### src/rtl/hacd_pkg.sv
// Shared definitions for the page remapping read bridge
// Address and page widths, table types, bridge/control/table packets
// and the state encodings of the bridge and the control unit

package hacd_pkg;

    // Physical address and page geometry
    localparam int ADDR_WIDTH = 40;
    localparam int PAGE_SHIFT = 12;
    localparam int PAGE_WIDTH = ADDR_WIDTH - PAGE_SHIFT;
    localparam int MISS_CNT_WIDTH = 16;

    typedef logic [ADDR_WIDTH-1:0] addr_t;
    typedef logic [PAGE_WIDTH-1:0] page_t;
    typedef logic [MISS_CNT_WIDTH-1:0] miss_cnt_t;

    // AR attributes forwarded unchanged (29 bits)
    typedef struct packed {
        logic [7:0] len;
        logic [2:0] size;
        logic [1:0] burst;
        logic       lock;
        logic [3:0] cache;
        logic [2:0] prot;
        logic [3:0] qos;
        logic [3:0] region;
    } ar_attr_t;

    // Lookup request, bridge to control
    typedef struct packed {
        logic  valid;
        page_t hppa;
    } cpu_reqpkt_t;

    // Permission and physical page, control to bridge
    typedef struct packed {
        logic  allow_access;
        page_t ppa;
    } hawk_cpu_ovrd_pkt_t;

    // Table programming strobe with the index taken from the low page bits
    typedef struct packed {
        logic  valid;
        logic  entry_valid;
        page_t page;
        page_t ppa;
    } att_wr_t;

    // Registered lookup result
    typedef struct packed {
        logic  hit;
        page_t ppa;
    } att_rsp_t;

    typedef enum logic [1:0] {
        CTRL_IDLE,
        CTRL_LOOKUP,
        CTRL_RESPOND
    } ctrl_state_t;

    typedef enum logic {
        RD_IDLE,
        RD_WAIT
    } rd_state_t;

endpackage
### src/rtl/hacd_top.sv
// Top level of the read bridge with page remapping
// Connects the stall bridge, the control unit and the translation table

`timescale 1ns/1ps

module hacd_top #(
    parameter int ID_WIDTH    = 4,
    parameter int DATA_WIDTH  = 64,
    parameter int ATT_ENTRIES = 16
) (
    input  logic                  clk,
    input  logic                  rst,
    input  logic                  hawk_enable,
    input  hacd_pkg::att_wr_t     att_wr,
    output hacd_pkg::miss_cnt_t   att_miss_count,

    input  logic [ID_WIDTH-1:0]   s_axi_arid,
    input  hacd_pkg::addr_t       s_axi_araddr,
    input  hacd_pkg::ar_attr_t    s_axi_arattr,
    input  logic                  s_axi_arvalid,
    output logic                  s_axi_arready,
    output logic [ID_WIDTH-1:0]   s_axi_rid,
    output logic [DATA_WIDTH-1:0] s_axi_rdata,
    output logic [1:0]            s_axi_rresp,
    output logic                  s_axi_rlast,
    output logic                  s_axi_rvalid,
    input  logic                  s_axi_rready,

    output logic [ID_WIDTH-1:0]   m_axi_arid,
    output hacd_pkg::addr_t       m_axi_araddr,
    output hacd_pkg::ar_attr_t    m_axi_arattr,
    output logic                  m_axi_arvalid,
    input  logic                  m_axi_arready,
    input  logic [ID_WIDTH-1:0]   m_axi_rid,
    input  logic [DATA_WIDTH-1:0] m_axi_rdata,
    input  logic [1:0]            m_axi_rresp,
    input  logic                  m_axi_rlast,
    input  logic                  m_axi_rvalid,
    output logic                  m_axi_rready
);

    hacd_pkg::cpu_reqpkt_t        cpu_reqpkt;
    hacd_pkg::hawk_cpu_ovrd_pkt_t hawk_cpu_ovrd_pkt;
    hacd_pkg::page_t              lookup_page;
    hacd_pkg::att_rsp_t           att_rsp;
    logic                         hawk_inactive;
    logic                         lookup_vld;

    hawk_cpu_stall_rd #(
        .ID_WIDTH   (ID_WIDTH),
        .DATA_WIDTH (DATA_WIDTH)
    ) i_stall_rd (
        .clk               (clk),
        .rst               (rst),
        .hawk_cpu_ovrd_pkt (hawk_cpu_ovrd_pkt),
        .cpu_reqpkt        (cpu_reqpkt),
        .hawk_inactive     (hawk_inactive),
        .s_axi_arid        (s_axi_arid),
        .s_axi_araddr      (s_axi_araddr),
        .s_axi_arattr      (s_axi_arattr),
        .s_axi_arvalid     (s_axi_arvalid),
        .s_axi_arready     (s_axi_arready),
        .s_axi_rid         (s_axi_rid),
        .s_axi_rdata       (s_axi_rdata),
        .s_axi_rresp       (s_axi_rresp),
        .s_axi_rlast       (s_axi_rlast),
        .s_axi_rvalid      (s_axi_rvalid),
        .s_axi_rready      (s_axi_rready),
        .m_axi_arid        (m_axi_arid),
        .m_axi_araddr      (m_axi_araddr),
        .m_axi_arattr      (m_axi_arattr),
        .m_axi_arvalid     (m_axi_arvalid),
        .m_axi_arready     (m_axi_arready),
        .m_axi_rid         (m_axi_rid),
        .m_axi_rdata       (m_axi_rdata),
        .m_axi_rresp       (m_axi_rresp),
        .m_axi_rlast       (m_axi_rlast),
        .m_axi_rvalid      (m_axi_rvalid),
        .m_axi_rready      (m_axi_rready)
    );

    hawk_ctrl i_ctrl (
        .clk               (clk),
        .rst               (rst),
        .hawk_enable       (hawk_enable),
        .cpu_reqpkt        (cpu_reqpkt),
        .hawk_cpu_ovrd_pkt (hawk_cpu_ovrd_pkt),
        .hawk_inactive     (hawk_inactive),
        .lookup_vld        (lookup_vld),
        .lookup_page       (lookup_page),
        .att_rsp           (att_rsp),
        .att_miss_count    (att_miss_count)
    );

    hawk_att_table #(
        .ATT_ENTRIES (ATT_ENTRIES)
    ) i_att_table (
        .clk         (clk),
        .rst         (rst),
        .att_wr      (att_wr),
        .lookup_vld  (lookup_vld),
        .lookup_page (lookup_page),
        .att_rsp     (att_rsp)
    );

endmodule

### src/rtl/hawk_ctrl.sv
// Control unit serving bridge lookup requests
// Drives the table lookup, returns the allow strobe with the physical page
// and counts table misses

`timescale 1ns/1ps

module hawk_ctrl (
    input  logic                         clk,
    input  logic                         rst,
    input  logic                         hawk_enable,
    input  hacd_pkg::cpu_reqpkt_t        cpu_reqpkt,
    output hacd_pkg::hawk_cpu_ovrd_pkt_t hawk_cpu_ovrd_pkt,
    output logic                         hawk_inactive,
    output logic                         lookup_vld,
    output hacd_pkg::page_t              lookup_page,
    input  hacd_pkg::att_rsp_t           att_rsp,
    output hacd_pkg::miss_cnt_t          att_miss_count
);

    hacd_pkg::ctrl_state_t state, state_next;

    hacd_pkg::page_t     req_page_q;
    hacd_pkg::page_t     ppa_q;
    hacd_pkg::miss_cnt_t miss_cnt_q;
    logic                respond;

    always_comb begin
        state_next = state;
        case (state)
            hacd_pkg::CTRL_IDLE: begin
                if (hawk_enable && cpu_reqpkt.valid) begin
                    state_next = hacd_pkg::CTRL_LOOKUP;
                end
            end
            hacd_pkg::CTRL_LOOKUP:  state_next = hacd_pkg::CTRL_RESPOND;
            hacd_pkg::CTRL_RESPOND: state_next = hacd_pkg::CTRL_IDLE;
            default:                state_next = hacd_pkg::CTRL_IDLE;
        endcase
        // Disabling abandons any lookup in flight
        if (!hawk_enable) begin
            state_next = hacd_pkg::CTRL_IDLE;
        end
    end

    always_ff @(posedge clk or posedge rst) begin
        if (rst) begin
            state      <= hacd_pkg::CTRL_IDLE;
            miss_cnt_q <= '0;
        end else begin
            state <= state_next;
            // Saturating miss counter
            if (respond && !att_rsp.hit && (miss_cnt_q != '1)) begin
                miss_cnt_q <= miss_cnt_q + 1'b1;
            end
        end
    end

    always_ff @(posedge clk) begin
        if ((state == hacd_pkg::CTRL_IDLE) && cpu_reqpkt.valid) begin
            req_page_q <= cpu_reqpkt.hppa;
        end
        // A miss maps the page to itself
        if (respond) begin
            ppa_q <= att_rsp.hit ? att_rsp.ppa : req_page_q;
        end
    end

    assign respond = (state == hacd_pkg::CTRL_RESPOND) && hawk_enable;

    assign lookup_vld  = (state == hacd_pkg::CTRL_LOOKUP);
    assign lookup_page = req_page_q;

    assign hawk_inactive = !hawk_enable;
    assign hawk_cpu_ovrd_pkt.allow_access = respond;
    assign hawk_cpu_ovrd_pkt.ppa = hawk_enable ? ppa_q : cpu_reqpkt.hppa;

    assign att_miss_count = miss_cnt_q;

endmodule

### src/rtl/hawk_att_table.sv
// Direct-mapped address translation table
// One-cycle programming port and a registered lookup port

`timescale 1ns/1ps

module hawk_att_table #(
    parameter int ATT_ENTRIES = 16
) (
    input  logic                clk,
    input  logic                rst,
    input  hacd_pkg::att_wr_t   att_wr,
    input  logic                lookup_vld,
    input  hacd_pkg::page_t     lookup_page,
    output hacd_pkg::att_rsp_t  att_rsp
);

    localparam int IDX_W = $clog2(ATT_ENTRIES);
    localparam int TAG_W = hacd_pkg::PAGE_WIDTH - IDX_W;

    // Entry storage
    logic [ATT_ENTRIES-1:0] entry_vld_q;
    logic [TAG_W-1:0]       tag_mem [ATT_ENTRIES];
    hacd_pkg::page_t        ppa_mem [ATT_ENTRIES];

    logic [IDX_W-1:0] wr_idx;
    logic [TAG_W-1:0] wr_tag;
    logic [IDX_W-1:0] rd_idx;
    logic [TAG_W-1:0] rd_tag;

    logic            hit_q;
    hacd_pkg::page_t rsp_ppa_q;

    assign wr_idx = att_wr.page[IDX_W-1:0];
    assign wr_tag = att_wr.page[hacd_pkg::PAGE_WIDTH-1:IDX_W];
    assign rd_idx = lookup_page[IDX_W-1:0];
    assign rd_tag = lookup_page[hacd_pkg::PAGE_WIDTH-1:IDX_W];

    // Valid bits start cleared so every page misses after reset
    always_ff @(posedge clk or posedge rst) begin
        if (rst) begin
            entry_vld_q <= '0;
        end else if (att_wr.valid) begin
            entry_vld_q[wr_idx] <= att_wr.entry_valid;
        end
    end

    always_ff @(posedge clk) begin
        if (att_wr.valid) begin
            tag_mem[wr_idx] <= wr_tag;
            ppa_mem[wr_idx] <= att_wr.ppa;
        end
    end

    always_ff @(posedge clk or posedge rst) begin
        if (rst) begin
            hit_q <= 1'b0;
        end else if (lookup_vld) begin
            hit_q <= entry_vld_q[rd_idx] && (tag_mem[rd_idx] == rd_tag);
        end
    end

    always_ff @(posedge clk) begin
        if (lookup_vld) begin
            rsp_ppa_q <= ppa_mem[rd_idx];
        end
    end

    assign att_rsp.hit = hit_q;
    assign att_rsp.ppa = rsp_ppa_q;

endmodule

### src/rtl/hawk_cpu_stall_rd.sv
// AXI4 read address stall bridge
// Holds one CPU read request until the control unit allows it,
// then issues it to memory with the page number substituted.
// R channel is a straight pass-through.

`timescale 1ns/1ps

module hawk_cpu_stall_rd #(
    parameter int ID_WIDTH   = 4,
    parameter int DATA_WIDTH = 64
) (
    input  logic                        clk,
    input  logic                        rst,

    // Control unit side
    input  hacd_pkg::hawk_cpu_ovrd_pkt_t hawk_cpu_ovrd_pkt,
    output hacd_pkg::cpu_reqpkt_t       cpu_reqpkt,
    input  logic                        hawk_inactive,

    // CPU read address
    input  logic [ID_WIDTH-1:0]         s_axi_arid,
    input  hacd_pkg::addr_t             s_axi_araddr,
    input  hacd_pkg::ar_attr_t          s_axi_arattr,
    input  logic                        s_axi_arvalid,
    output logic                        s_axi_arready,

    // CPU read data
    output logic [ID_WIDTH-1:0]         s_axi_rid,
    output logic [DATA_WIDTH-1:0]       s_axi_rdata,
    output logic [1:0]                  s_axi_rresp,
    output logic                        s_axi_rlast,
    output logic                        s_axi_rvalid,
    input  logic                        s_axi_rready,

    // Memory read address
    output logic [ID_WIDTH-1:0]         m_axi_arid,
    output hacd_pkg::addr_t             m_axi_araddr,
    output hacd_pkg::ar_attr_t          m_axi_arattr,
    output logic                        m_axi_arvalid,
    input  logic                        m_axi_arready,

    // Memory read data
    input  logic [ID_WIDTH-1:0]         m_axi_rid,
    input  logic [DATA_WIDTH-1:0]       m_axi_rdata,
    input  logic [1:0]                  m_axi_rresp,
    input  logic                        m_axi_rlast,
    input  logic                        m_axi_rvalid,
    output logic                        m_axi_rready
);

    hacd_pkg::rd_state_t state, state_next;

    logic s_arready_q, s_arready_next;
    logic m_arvalid_q, m_arvalid_next;
    logic allow_q, allow_next;
    logic capture;
    logic issue;

    // Held request
    logic [ID_WIDTH-1:0] req_id_q;
    hacd_pkg::addr_t     req_addr_q;
    hacd_pkg::ar_attr_t  req_attr_q;
    hacd_pkg::addr_t     m_araddr_q;

    always_comb begin
        state_next     = state;
        s_arready_next = 1'b0;
        m_arvalid_next = m_arvalid_q && !m_axi_arready;
        allow_next     = 1'b0;
        capture        = 1'b0;
        issue          = 1'b0;
        case (state)
            hacd_pkg::RD_IDLE: begin
                // Reopen only once the previous request left for memory
                s_arready_next = !m_arvalid_q;
                if (s_axi_arvalid && s_arready_q) begin
                    s_arready_next = 1'b0;
                    capture        = 1'b1;
                    state_next     = hacd_pkg::RD_WAIT;
                end
            end
            hacd_pkg::RD_WAIT: begin
                allow_next = allow_q || hawk_cpu_ovrd_pkt.allow_access;
                if (allow_q || hawk_inactive) begin
                    issue          = 1'b1;
                    m_arvalid_next = 1'b1;
                    allow_next     = 1'b0;
                    state_next     = hacd_pkg::RD_IDLE;
                end
            end
            default: state_next = hacd_pkg::RD_IDLE;
        endcase
    end

    always_ff @(posedge clk or posedge rst) begin
        if (rst) begin
            state       <= hacd_pkg::RD_IDLE;
            s_arready_q <= 1'b0;
            m_arvalid_q <= 1'b0;
            allow_q     <= 1'b0;
        end else begin
            state       <= state_next;
            s_arready_q <= s_arready_next;
            m_arvalid_q <= m_arvalid_next;
            allow_q     <= allow_next;
        end
    end

    always_ff @(posedge clk) begin
        if (capture) begin
            req_id_q   <= s_axi_arid;
            req_addr_q <= s_axi_araddr;
            req_attr_q <= s_axi_arattr;
        end
        // Page bits from the control unit with the offset kept
        if (issue) begin
            m_araddr_q <= {hawk_cpu_ovrd_pkt.ppa, req_addr_q[hacd_pkg::PAGE_SHIFT-1:0]};
        end
    end

    assign s_axi_arready = s_arready_q;
    assign m_axi_arvalid = m_arvalid_q;
    assign m_axi_arid    = req_id_q;
    assign m_axi_arattr  = req_attr_q;
    assign m_axi_araddr  = m_araddr_q;

    // Lookup stays requested until permission is seen
    assign cpu_reqpkt.valid = (state == hacd_pkg::RD_WAIT) &&
                              !(hawk_cpu_ovrd_pkt.allow_access || allow_q);
    assign cpu_reqpkt.hppa  = req_addr_q[hacd_pkg::ADDR_WIDTH-1:hacd_pkg::PAGE_SHIFT];

    assign m_axi_rready = s_axi_rready;
    assign s_axi_rid    = m_axi_rid;
    assign s_axi_rdata  = m_axi_rdata;
    assign s_axi_rresp  = m_axi_rresp;
    assign s_axi_rlast  = m_axi_rlast;
    assign s_axi_rvalid = m_axi_rvalid;

endmodule

### config.mk
export PLATFORM = sky130hd
export DESIGN_NAME = hacd_top
export DESIGN_NICKNAME = d
export VERILOG_FILES = /design/src/rtl/hacd_pkg.sv /design/src/rtl/hacd_top.sv /design/src/rtl/hawk_ctrl.sv /design/src/rtl/hawk_att_table.sv /design/src/rtl/hawk_cpu_stall_rd.sv
export SDC_FILE = /design/constraint.sdc
export NUM_CORES = 1
export LEC_CHECK = 0
export BUFFER_PORTS_ARGS = -buffer_cell sky130_fd_sc_hd__buf_4
export CORE_MARGIN = 2
export CORE_UTILIZATION = 26
export DETAILED_ROUTE_END_ITERATION = 10
export GPL_TIMING_DRIVEN = 0
export MAX_ROUTING_LAYER = met4
export RECOVER_POWER = 25
export SLEW_MARGIN = 20
export SYNTH_ARGS = -nofsm -noshare
export SYNTH_HDL_FRONTEND = slang
export SYNTH_HIERARCHICAL = 1
export SYNTH_SLANG_ARGS = --single-unit
### constraint.sdc
create_clock -name clk -period 5 [get_ports clk]
set_input_delay 1.25 -clock clk [delete_from_list [all_inputs] [get_ports clk]]
set_output_delay 1.25 -clock clk [all_outputs]
set_load 0.03 [all_outputs]
### After elaboration in Yosys (flattened, before gate mapping)

Memories as Yosys holds them, arrays and structs flattened. A register that Yosys moved wholly into a read port is not among the register bits.
Cells that the tools add are included.

| storage, ports and cells | value |
|---|---|
| register bits | 208 |
| bits in latches | 0 |
| memory bits (writable) | 832 |
| bits in read-only memories | 0 |
| input port bits | 209 |
| output and inout bits | 164 |
| logic and storage cells | 76 |
| memories kept | 2 |

Memories:

| name | depth | width | rd ports | clocked after Yosys merged registers in | wr ports | line | text |
|---|---|---|---|---|---|---|---|
| i_att_table.ppa_mem | 16 | 28 | 1 | 1 | 1 | hawk_att_table.sv:23 | `hacd_pkg::page_t ppa_mem [ATT_ENTRIES];` |
| i_att_table.tag_mem | 16 | 24 | 1 | 1 | 1 | hawk_att_table.sv:22 | `logic [TAG_W-1:0] tag_mem [ATT_ENTRIES];` |

| cells by class | value |
|---|---|
| add/subtract/negate cells | 1 |
| multipliers | 0 |
| div/mod/pow operators | 0 |
| order comparisons | 3 |
| equality and inequality tests | 5 |
| shifts and indexed selects | 0 |
| muxes and demuxes | 25 |
| bitwise operators | 1 |
| reduce and logical (&&, ||, !) cells | 18 |

Operators by type and width:

| cell | count |
|---|---|
| $mux W28 | 2 |
| $eq A24 B24 Y1 | 1 |
| $add A16 B1 Y16 const B | 1 |
| $bwmux W16 | 1 |
| $ne A16 B16 Y1 const B | 1 |
| $mux W1 | 15 |
| $logic_and A1 B1 Y1 | 10 |
| $lt A4 B5 Y1 const B | 2 |
| $logic_not A1 Y1 | 5 |
| $bmux W1 S4 | 1 |
| $demux W1 S4 | 1 |
| $ge A4 B1 Y1 const B | 1 |
| $mux W2 | 2 |
| $mux W4 | 1 |
| $pmux W2 S2 | 1 |
| $ne A3 B2 Y1 const B | 1 |
| $eq A2 B1 Y1 const B | 1 |
| $eq A2 B2 Y1 const B | 1 |
| $logic_not A2 Y1 | 1 |
| $logic_or A1 B1 Y1 | 2 |
| $pmux W1 S2 | 1 |
| $not A1 Y1 | 1 |

### Longest topological paths before layout

Gate-level depths: netlist of the first run.

| logic depth | value |
|---|---|
| word-level depth | 9 |
| depth in mapped cells | 12 |
| mapped depth without buffers | 7 |

### Cells and area by module

The synthesis of the first run kept the hierarchy.

Modules (own cells, without submodules):

| module | instances | cells an instance | area an instance (um^2) | sequential area each (um^2) |
|---|---|---|---|---|
| hawk_att_table | 1 | 1,395 | 33,853.7 | 26,250.2 |
| hawk_cpu_stall_rd | 1 | 230 | 4,322.9 | 3,493.4 |
| hawk_ctrl | 1 | 201 | 3,256.9 | 2,132.0 |

### Worst setup path after synthesis of the first run

No wires, ideal clock.

| timing path | value |
|---|---|
| kind | input port to flip-flop |
| from | input port att_wr[30] (netlist name) |
| to | register i_att_table.entry_vld_q[0] |
| setup time | 83 ps |
| arrival | 5,996 ps |
| data required time | 4,917 ps |
| slack | -1,078 ps |
| cell stages on the path | 3 |
| path buffers | 0 |
| cell sequence | or3b_2 > nor3_1 > mux2_2 |

| between the ends | value |
|---|---|
| cells in the longest elaborated chain, start to end | 5 |
| elaborated cells on any way between the ends | 6 |
| those cells by class | order compare (2); mux (3); reduce/logical (1) |

RTL lines:

| item | line | text |
|---|---|---|
| start, declared | hacd_top.sv:14 | `input hacd_pkg::att_wr_t att_wr,` |
| $lt A4 B5 Y1 (not written as such) / $ge A4 B1 Y1 (equally long branches) | hawk_att_table.sv:43 | `entry_vld_q[wr_idx] <= att_wr.entry_valid;` |
| $logic_and A1 B1 Y1 (not written as such) | hawk_att_table.sv:43 |  |
| $mux W1 (not written as such) | hawk_att_table.sv:43 |  |
| $demux W1 S4 (*) | - |  |
| $bwmux W16 (*) | hawk_att_table.sv:43 |  |
| end signal, assigned by index | hawk_att_table.sv:43 |  |
| end, declared | hawk_att_table.sv:21 | `logic [ATT_ENTRIES-1:0] entry_vld_q;` |

Mark *: on every way between the ends. The rest lies on a longest branch, timed or not.
A chain may end at the register's enable or synchronous reset.

==> metrics.yaml, run 1 <==
status: "completed"
syn_to_final_growth_pct: 23.0
synthesis.nets: 2036
cp-start-kind: "flop"
num_rows: 146
synth_compound_area_share_pct: 0.948
antenna_found_initial: 40
io_pins: 373
grt_max_degree: 42
cts_buffers: 105
cts_hold_buf: 0
setup_viol: 0
wl_met2_um: 53800
final_hold_viol_count: 0
post_cts_buffers: 0
min_path_cells: 0
synth_simple_gate_area_share_pct: 1.49
critPathMaxFanout: 10
synth_largest_area_cell: "edfxtp_1"
synth-edff-count: 1029
worstMarginPinSlew_ns: 1.16
ir_drop_v: 0.000290
cts_htree_levels: 3
synthTopCellsByArea: "edfxtp_1 (75%), mux4_2 (13%), dfrtp_1 (2.4%)"
wl_met1_um: 44500
drtAntennaViolNets: 0
die_w_um: 403
top_layer: "met4"
ys.flop_type: "edfxtp_1"
fp.dieH_um: 403
wl_per_cell_um: 24.6
core-area_mm2: 0.158
min_period_ns: 4.41
fin_crit_sh_pct: 88.3
grt_overflow: 0
grt_pass1_wl_um: 154000
fmax_mhz: 227
synthAdderAreaFrac_pct: 0.0302
synth_top_family_by_area: "multiplexers"
yosysMostFrequentCell: "edfxtp_1"
wl_um: 110000
ctsResizeCount: 0
yosysWarnings: 6
clock_path_buffers: 3
synth.mux.area_fraction_pct: 16.9
met3_length_um: 9630
rsz0062_at_grt: "false"
layout-drive-gt1-share_pct: 39.8
io_buffer_count: 298
clk_latency_ns: 0.69
vias_per_cell: 4.54
synth_top_area_share_pct: 74.6
tns_ns: 0
remaining_drc_errors: 0
place.gp.congestion: 0.883
netlist_instances: 1826
total_power_mw: 22.8
drtIter0Drc: 2389
p_leak_nw: 16.7
max-cap-violations: 0
synth_xor_area_share_pct: 0.719
end_kind: "flop"
synth.yosys.seq_area_share_pct: 76.9
dp_hpwl_um: 77800
grt_util_all_layers_pct: 13.7
dr_total_vias: 20400
firstDrtPassIters: 5
required_ns: 5.40
hold_class: "flop to flop"
ys_ff_latch: 1068
start_util_pct: 26.2
maxSlewViolCount: 0
clkTransAtPathRegs_ns: 0.06
slew_headroom_pct: 22.4
synthTopCellsByCount: "edfxtp_1 (1029), mux4_2 (241), buf_4 (114), mux2_2 (76)"
syn-cell-area_mm2: 0.0414
arrival_ns: 4.81
cts_tree: "done"
synthArstFlopShare_pct: 3.65
grt_pass1_vias: 20200
fin_nets: 2511
dieArea_mm2: 0.163
crit_type: "flop to flop"
reg2reg_depth: 8
skew_ns: 0.0502
avgSynthCellArea_um2: 22.7
root_buffer: "clkbuf_16"
synth_cell_types: 69
final_core_util_pct: 32.2
p_per_area_mw_per_mm2: 448
cts_num_sinks: 1068
-- cell usage in the layout (no fill, tap or decap), types with 20 or more instances in the layout --
master / instances
diode_2: 21
buf_4: 272
edfxtp_1: 1029
buf_2: 29
clkbuf_16: 106
dfrtp_1: 39
clkbuf_4: 80
buf_8: 22
clkinv_1: 30
buf_12: 27
mux2i_1: 39
mux4_2: 241
xnor2_1: 20
clkbuf_1: 92
mux2_2: 76
-- report_power, final --
part           switching [mW]  internal [mW]
Sequential              0.324           10.5
Clock                    3.35           4.22
Combinational            2.50           1.99
-- final cells by class --
cell class	instances	area (um^2)
Antenna cell	21	52.6
Buffer	177	1140
Clock buffer	129	2750
Clock inverter	66	548
Fill cell	15000	107000
Inverter	20	75.1
Multi-Input combinational cell	561	8480
Sequential cell	1068	31900
Tap cell	2072	2590
Timing Repair Buffer	368	3460
-- cell families (layout without fill, tap and decap cells) --
family,Yosys count,count (layout)
flip-flops,1068,1068
multiplexers,368,368
buffers and inverters,197,760
AND/OR/NAND/NOR,107,107
AO/OA/AOI/OAI,51,51
XOR/XNOR,34,34
adder cells (fa/ha/maj),1,1
other,0,21
-- sequential cells by signal (all words and copies together) (netlist names), 2 cells and up --
| name | count |
|---|---|
| i_ctrl/state | 2 |
| i_stall_rd/m_axi_arattr | 29 |
| i_ctrl/ppa_q | 28 |
| i_att_table/ppa_mem | 448 |
| i_att_table/rsp_ppa_q | 28 |
| i_stall_rd/m_axi_araddr | 40 |
| i_ctrl/att_miss_count | 16 |
| i_att_table/entry_vld_q | 16 |
| i_ctrl/lookup_page | 28 |
| i_stall_rd/m_axi_arid | 4 |
| i_stall_rd/req_addr_q | 40 |
| i_att_table/tag_mem | 384 |
-- per-layer routing --
| metal | vias up | global-route usage [%] |
|---|---|---|
| li1 | 8530 | - |
| met1 | 10700 | 17.2 |
| met2 | 924 | 22.1 |
| met3 | 169 | 3.64 |
| met4 | 0 | 3.11 |
| met5 | - | - |
-- critical path, cell delays in order, from the launching register on --
cell and delay [ns]:
edfxtp_1 0.55, buf_4 0.33, buf_4 0.30, buf_4 0.33
buf_4 0.28, buf_2 0.51, buf_1 0.81, mux4_2 0.44
mux4_2 0.56
-- path summary, 6_finish.rpt --
kind                                                to                      start  slack, ns
min                        i_stall_rd/m_axi_araddr[11]  i_stall_rd/req_addr_q[11]       0.42
max reg2reg                  i_att_table/rsp_ppa_q[16]      i_ctrl/lookup_page[1]       0.59
min reg2reg                i_stall_rd/m_axi_araddr[11]  i_stall_rd/req_addr_q[11]       0.42
min in group asynchronous     i_stall_rd/s_axi_arready                        rst       0.58
max                          i_att_table/rsp_ppa_q[16]      i_ctrl/lookup_page[1]       0.59
max in group asynchronous     i_ctrl/att_miss_count[9]                        rst       3.71
-- per-stage QoR --
| stage | cell area, um^2 | cells | hold slack (ns) | setup WS [ns] |
|---|---|---|---|---|
| after floorplan | 41500 | 1826 | 0.400 | 0.126 |
| after global placement | 46300 | 4196 | 0.404 | -3.21 |
| after detailed placement | 47800 | 4266 | 0.405 | 0.551 |
| after CTS | 51100 | 4461 | 0.418 | 0.553 |
| after global routing | 51000 | 4482 | 0.424 | 0.492 |
| final | 51000 | 4482 | 0.417 | 0.586 |
(Power assumes the default switching activity.)
==> inputs of run 2 (changes only) <==
--- a/config.mk
+++ b/config.mk
@@ -7,10 +7,11 @@
 export LEC_CHECK = 0
 export BUFFER_PORTS_ARGS = -buffer_cell sky130_fd_sc_hd__buf_4
 export CORE_MARGIN = 2
-export CORE_UTILIZATION = 26
+export CORE_UTILIZATION = 55
 export DETAILED_ROUTE_END_ITERATION = 10
 export GPL_TIMING_DRIVEN = 0
 export MAX_ROUTING_LAYER = met4
+export PLACE_DENSITY = 0.75
 export RECOVER_POWER = 25
 export SLEW_MARGIN = 20
 export SYNTH_ARGS = -nofsm -noshare
==> run 2 against run 1 <==
  * Clock power about the same
  * Combinational power hardly changed
  * Setup slack better by 0.12 ns
  * Fmax up 2.8%
  * First-iteration DRC count up 16%
  * Critical endpoint is now i_att_table/rsp_ppa_q[25]
  * Core utilization rose by 34 points
  * Clock-buffer cell count down 4
  * Die area fell by 52%
  * Clock skew shrank 0.022 ns
  * Hold slack lost 0.0067 ns
  * Sequential share of layout area rose by 1.8 points
  * Register-to-register slack gained 0.12 ns
==> metrics.yaml, run 2 (synthesized netlist as in run 1, its figures left out) <==
status: "completed"
min_path_cells: 0  # unchanged
p_int_mw: 16.8  # +0.48%
wl_um: 106000  # -3.5%
hold_path.startpoint: "i_stall_rd/req_addr_q[3]"
p_sw_share_pct: 26.9  # -0.12 points
instances_no_fill: 3359  # -25%
crit_type: "flop to flop"
reg2reg_to: "i_att_table/rsp_ppa_q[25]"
final_core_util_pct: 66.4  # +34 points
grt_overflow: 0  # unchanged
root_buffer: "clkbuf_16"
final_hold_viol_count: 0  # unchanged
largest_reg_flops: 448  # unchanged
dieArea_mm2: 0.0775  # -52%
n_fill_cell: 4665  # -69%
cts_num_sinks: 1068  # unchanged
finalHoldWorstSlack_ns: 0.411  # -0.00671 ns
arrival_ns: 4.68  # -0.13 ns
remaining_drc_errors: 0  # unchanged
grt_pass1_vias: 21400  # +6.0%
reg2reg_depth: 8  # unchanged
clkTransAtPathRegs_ns: 0.06  # about the same
antenna_found_initial: 10  # -75%
place.gp.congestion: 0.955  # +8.2%
ctsResizeCount: 0  # unchanged
hold_end: "i_stall_rd/m_axi_araddr[3]"
vias_per_cell: 6.27  # +38%
top_regs: "i_att_table/ppa_mem: 448 flops, i_att_table/tag_mem: 384 flops"
grt_pass1_wl_um: 151000  # -2.0%
clk_latency_ns: 0.67  # -0.02 ns
fmax_mhz: 233  # +2.8%
final_common_cell: "edfxtp_1"
worstMarginPinSlew_ns: 1.13  # -0.0369 ns
required_ns: 5.39  # about the same
wl_per_cell_um: 31.7  # +29%
layout-drive-gt1-share_pct: 40.1  # +0.30 points
p_leak_nw: 16.7  # about the same
dp_hpwl_um: 70400  # -9.6%
hold_class: "flop to flop"
fin_nets: 2503  # -0.32%
final_cell_mix: "edfxtp_1 (1029), buf_4 (274), mux4_2 (241)"
maxSlewViolCount: 0  # unchanged
slew_headroom_pct: 24.9  # +2.5 points
syn_to_final_growth_pct: 19.6
tns_ns: 0  # unchanged
cp-start-kind: "flop"
skew_ns: 0.0277  # -0.0224 ns
cts_tree: "done"
firstDrtPassIters: 6  # +1
rsz0062_at_grt: "false"
p_switching_mw: 6.17  # -0.14%
cts_hold_buf: 0  # unchanged
setup_viol: 0  # unchanged
die_w_um: 278  # -31%
combPwrFrac_pct: 19.7  # about the same
core-area_mm2: 0.0746  # -53%
io_buffer_count: 298  # unchanged
regToRegStartpoint: "i_ctrl/lookup_page[1]"
post_cts_buffers: 0  # unchanged
largest_register: "i_att_table/ppa_mem"
drtAntennaViolNets: 0  # unchanged
fin_crit_sh_pct: 85.9  # -2.4 points
max-cap-violations: 0  # unchanged
critPathMaxFanout: 10  # unchanged
dr_total_vias: 21100  # +3.5%
clock_path_buffers: 3  # unchanged
start_util_pct: 55.6  # +29 points
r2r_slack_ns: 0.71  # +0.12 ns
cts_htree_levels: 3  # unchanged
cts_buffers: 103  # -1.9%
p_per_area_mw_per_mm2: 463  # +3.2%
drtIter0Drc: 2776  # +16%
grt_util_all_layers_pct: 28.6  # +15 points
dp.cells: 3157  # -26%
num_rows: 100  # -32%
grt_max_degree: 29  # -31%
end_kind: "flop"
p_clk_share_pct: 33.2  # about the same
ir_drop_v: 0.000329  # +13%
fp.dieH_um: 278  # -31%
io_pins: 373  # unchanged
pwr-share-seq_pct: 47.1  # about the same
min_period_ns: 4.29  # -0.121 ns
## run 2: changes by cell type in the layout (fill, tap and decap cells not counted), sizes merged
cell / before / now
clkinvlp: 4 / 6
diode: 21 / 9
buf: 392 / 387
inv: 21 / 25
clkinv: 55 / 48
clkbuf: 282 / 277
bufinv: 6 / 9
## run 2: worst max-delay path, stage by stage (launching register included)
cell      delay (ns)
edfxtp_1        0.52
buf_4           0.32
buf_4           0.33
buf_4           0.35
buf_4           0.27
buf_2           0.45
buf_1           0.76
mux4_2          0.44
mux4_2          0.55
## run 2: layer usage
layer	GRT usage, %	vias to the layer above	share of wire (%)
li1	-	8496	-
met1	35.6	11000	36
met2	45.3	1392	49
met3	8.18	225	11
met4	10.4	0	4.1
met5	-	-	0
## run 2: power by group through the flow
stage	clock [mW]	sequential, mW	combinational [mW]
after global routing	8.06	10.8	4.72
after floorplan	0	11.0	2.65
after CTS	7.72	10.8	4.55
final	7.61	10.8	4.51
after detailed placement	0	11.0	4.50
after global placement	0	11.0	4.29
## run 2: through the flow
step	power [mW]	setup slack (ns)	cell area [um^2]
final	22.9	0.707	49500
after global routing	23.6	0.617	49500
after CTS	23.1	0.713	49700
after detailed placement	15.5	0.763	46400
after global placement	15.3	-2.90	44900
after floorplan	13.7	0.126	41500
## run 2: final cells by class
| cell class | instances | area (um^2) | area share, % |
|---|---|---|---|
| flip-flops and latches | 1068 | 31900 | 64.3 |
| plain buffers | 177 | 1140 | 2.30 |
| multi-input cells | 561 | 8480 | 17.1 |
| clock inverters | 68 | 608 | 1.23 |
| diodes | 9 | 22.5 | 0.0455 |
| clock buffers | 125 | 2690 | 5.43 |
| repair buffers | 362 | 3430 | 6.93 |
| well taps | 969 | 1210 | 2.45 |
| inverters | 20 | 75.1 | 0.152 |
## run 2: worst max-delay path by stage
stage	from	to	slack (ns)
6_report	i_ctrl/lookup_page[1]	i_att_table/rsp_ppa_q[25]	0.71
5_1_grt	i_ctrl/lookup_page[1]	i_att_table/rsp_ppa_q[25]	0.62
4_1_cts	i_ctrl/lookup_page[1]	i_att_table/rsp_ppa_q[25]	0.71
3_5_place_dp	i_ctrl/lookup_page[1]	i_att_table/rsp_ppa_q[25]	0.76
3_3_place_gp	att_wr[30]	i_att_table/entry_vld_q[2]	-2.90
2_1_floorplan	s_axi_arvalid	i_stall_rd/m_axi_arattr[0]	0.13
==> inputs of run 3 (changes only) <==
--- a/config.mk
+++ b/config.mk
@@ -8,11 +8,11 @@
 export BUFFER_PORTS_ARGS = -buffer_cell sky130_fd_sc_hd__buf_4
 export CORE_MARGIN = 2
 export CORE_UTILIZATION = 55
+export CTS_BUF_LIST = sky130_fd_sc_hd__clkbuf_4
 export DETAILED_ROUTE_END_ITERATION = 10
 export GPL_TIMING_DRIVEN = 0
 export MAX_ROUTING_LAYER = met4
 export PLACE_DENSITY = 0.75
-export RECOVER_POWER = 25
 export SLEW_MARGIN = 20
 export SYNTH_ARGS = -nofsm -noshare
 export SYNTH_HDL_FRONTEND = slang
==> run 3 against run 2 <==
  * Power is 3.6% lower
  * Sequential share of layout area barely moved
  * Critical endpoint is now i_att_table/rsp_ppa_q[18]
  * Highest routed layer unchanged
  * Combinational power is essentially flat
  * Critical path type unchanged
  * Wire length is 2.4% lower
  * Sequential cell count unchanged
==> metrics.yaml, run 3 (synthesized netlist as in run 1, its figures left out) <==
io_buffer_count: 298  # unchanged
grt_overflow: 0  # unchanged
drtIter0Drc: 2595  # -6.5%
cts_tree: "done"
wl_per_cell_um: 28.8  # -9.1%
fp.dieH_um: 278  # unchanged
total_power_mw: 22.1  # -3.6%
num_rows: 100  # unchanged
min_period_ns: 4.30  # +0.00877 ns
layout-drive-gt1-share_pct: 47.9  # +7.8 points
rsz0062_at_grt: "false"
root_buffer: "clkbuf_4"
cts_num_sinks: 1068  # unchanged
p_per_area_mw_per_mm2: 446  # -3.7%
drtAntennaViolNets: 0  # unchanged
cts_htree_levels: 5  # +2
die_w_um: 278  # unchanged
critPathMaxFanout: 10  # unchanged
clock_path_buffers: 4  # +1
final_hold_viol_count: 0  # unchanged
slew_headroom_pct: 25.7  # +0.89 points
setup_viol: 0  # unchanged
skew_ns: 0.0769  # +0.0491 ns
start_util_pct: 55.6  # unchanged
fin_crit_sh_pct: 86.0  # +0.18 points
final_cell_area_mm2: 0.0496  # about the same
wl_um: 104000  # -2.4%
crit_type: "flop to flop"
setup_slack_ns: 0.699  # -0.00877 ns
grt_pass1_wl_um: 149000  # -1.7%
syn_to_final_growth_pct: 19.6  # about the same
tns_ns: 0  # unchanged
dp.cells: 3157  # unchanged
dieArea_mm2: 0.0775  # unchanged
antenna_found_initial: 11  # +1
place.gp.congestion: 0.955  # unchanged
finalHoldWorstSlack_ns: 0.104  # -0.306 ns
final_common_cell: "edfxtp_1"
grt_pass1_vias: 22600  # +5.6%
firstDrtPassIters: 5  # -1
largest_register: "i_att_table/ppa_mem"
final_cell_mix: "edfxtp_1 (1029), buf_4 (412), clkbuf_4 (382)"
io_pins: 373  # unchanged
clkTransAtPathRegs_ns: 0.07  # about the same
hold_class: "input port to asynchronous set/reset pin"
vias_per_cell: 6.03  # -3.9%
dr_total_vias: 21800  # +3.2%
max-cap-violations: 0  # unchanged
cts_hold_buf: 0  # unchanged
largest_reg_flops: 448  # unchanged
ctsResizeCount: 0  # unchanged
fmax_mhz: 232  # -0.20%
instances_no_fill: 3608  # +7.4%
dpl_cell_area_mm2: 0.0464  # unchanged
grt_max_degree: 29  # unchanged
final_core_util_pct: 66.5  # about the same
maxSlewViolCount: 0  # unchanged
status: "completed"
end_kind: "flop"
fin_nets: 2681  # +7.1%
core-area_mm2: 0.0746  # unchanged
cp-start-kind: "flop"
post_cts_buffers: 0  # unchanged
grt_util_all_layers_pct: 28.0  # -0.58 points
p_leak_nw: 17.2  # +3.0%
required_ns: 5.80  # +0.41 ns
dp_hpwl_um: 70400  # unchanged
ir_drop_v: 0.000248  # -25%
cts_buffers: 281  # +170%
worstMarginPinSlew_ns: 1.11  # -0.0134 ns
clk_latency_ns: 1.13  # +0.46 ns
remaining_drc_errors: 0  # unchanged
top_regs: "i_att_table/ppa_mem: 448 flops, i_att_table/tag_mem: 384 flops"
pre_cts_slack_ns: 0.763  # unchanged
arrival_ns: 5.11  # +0.43 ns
## run 3: cell types whose count changed in the layout (fill, tap and decap cells not counted), sizes merged
cell,previous run,this run
clkbuf,277,396
clkinv,48,46
bufinv,9,1
clkinvlp,6,0
inv,25,28
diode,9,14
buf,387,525
## run 3: layout make-up
class,instances,area [um^2]
inverters,20,75.1
repair buffers,362,3610
clock inverters,55,238
flip-flops and latches,1068,31900
diodes,14,35.0
multi-input cells,561,8480
fillers,4805,25000
well taps,969,1210
clock buffers,382,2870
plain buffers,177,1180
## run 3: critical path, stage by stage (launching register included)
cell and delay (ns):
edfxtp_1 0.53, buf_4 0.32, buf_4 0.34, buf_4 0.35
buf_4 0.26, buf_2 0.43, buf_1 0.75, mux4_2 0.43
mux4_2 0.55
## run 3: power by group
| part | switching, mW | internal (mW) | leakage, nW |
|---|---|---|---|
| clock | 3.26 | 3.55 | 1.89 |
| sequential | 0.324 | 10.5 | 9.84 |
| combinational | 2.49 | 2.01 | 5.48 |
| total | 6.08 | 16.0 | 17.2 |
## run 3: path summary, 6_finish.rpt
check,start,endpoint,slack [ns],depth (start not counted)
worst max-delay path,i_ctrl/lookup_page[1],i_att_table/rsp_ppa_q[18],0.70,8
worst min-delay path,rst,i_stall_rd/state,0.10,2
worst max register to register,i_ctrl/lookup_page[1],i_att_table/rsp_ppa_q[18],0.70,8
worst min register to register,i_stall_rd/req_addr_q[0],i_stall_rd/m_axi_araddr[0],0.41,0
max in group asynchronous,rst,i_ctrl/att_miss_count[7],4.21,2
min in group clk,s_axi_arattr[5],i_stall_rd/m_axi_arattr[5],0.31,1
## run 3: metal layers
layer  global-route usage [%]  vias to the layer above  wire length [um]
met4                     12.0                        0              3590
met2                     43.5                     1387             51300
met1                     35.0                    11200             38300
met3                     7.88                      203             10800
li1                         -                     9005                 -
met5                        -                        -                 0
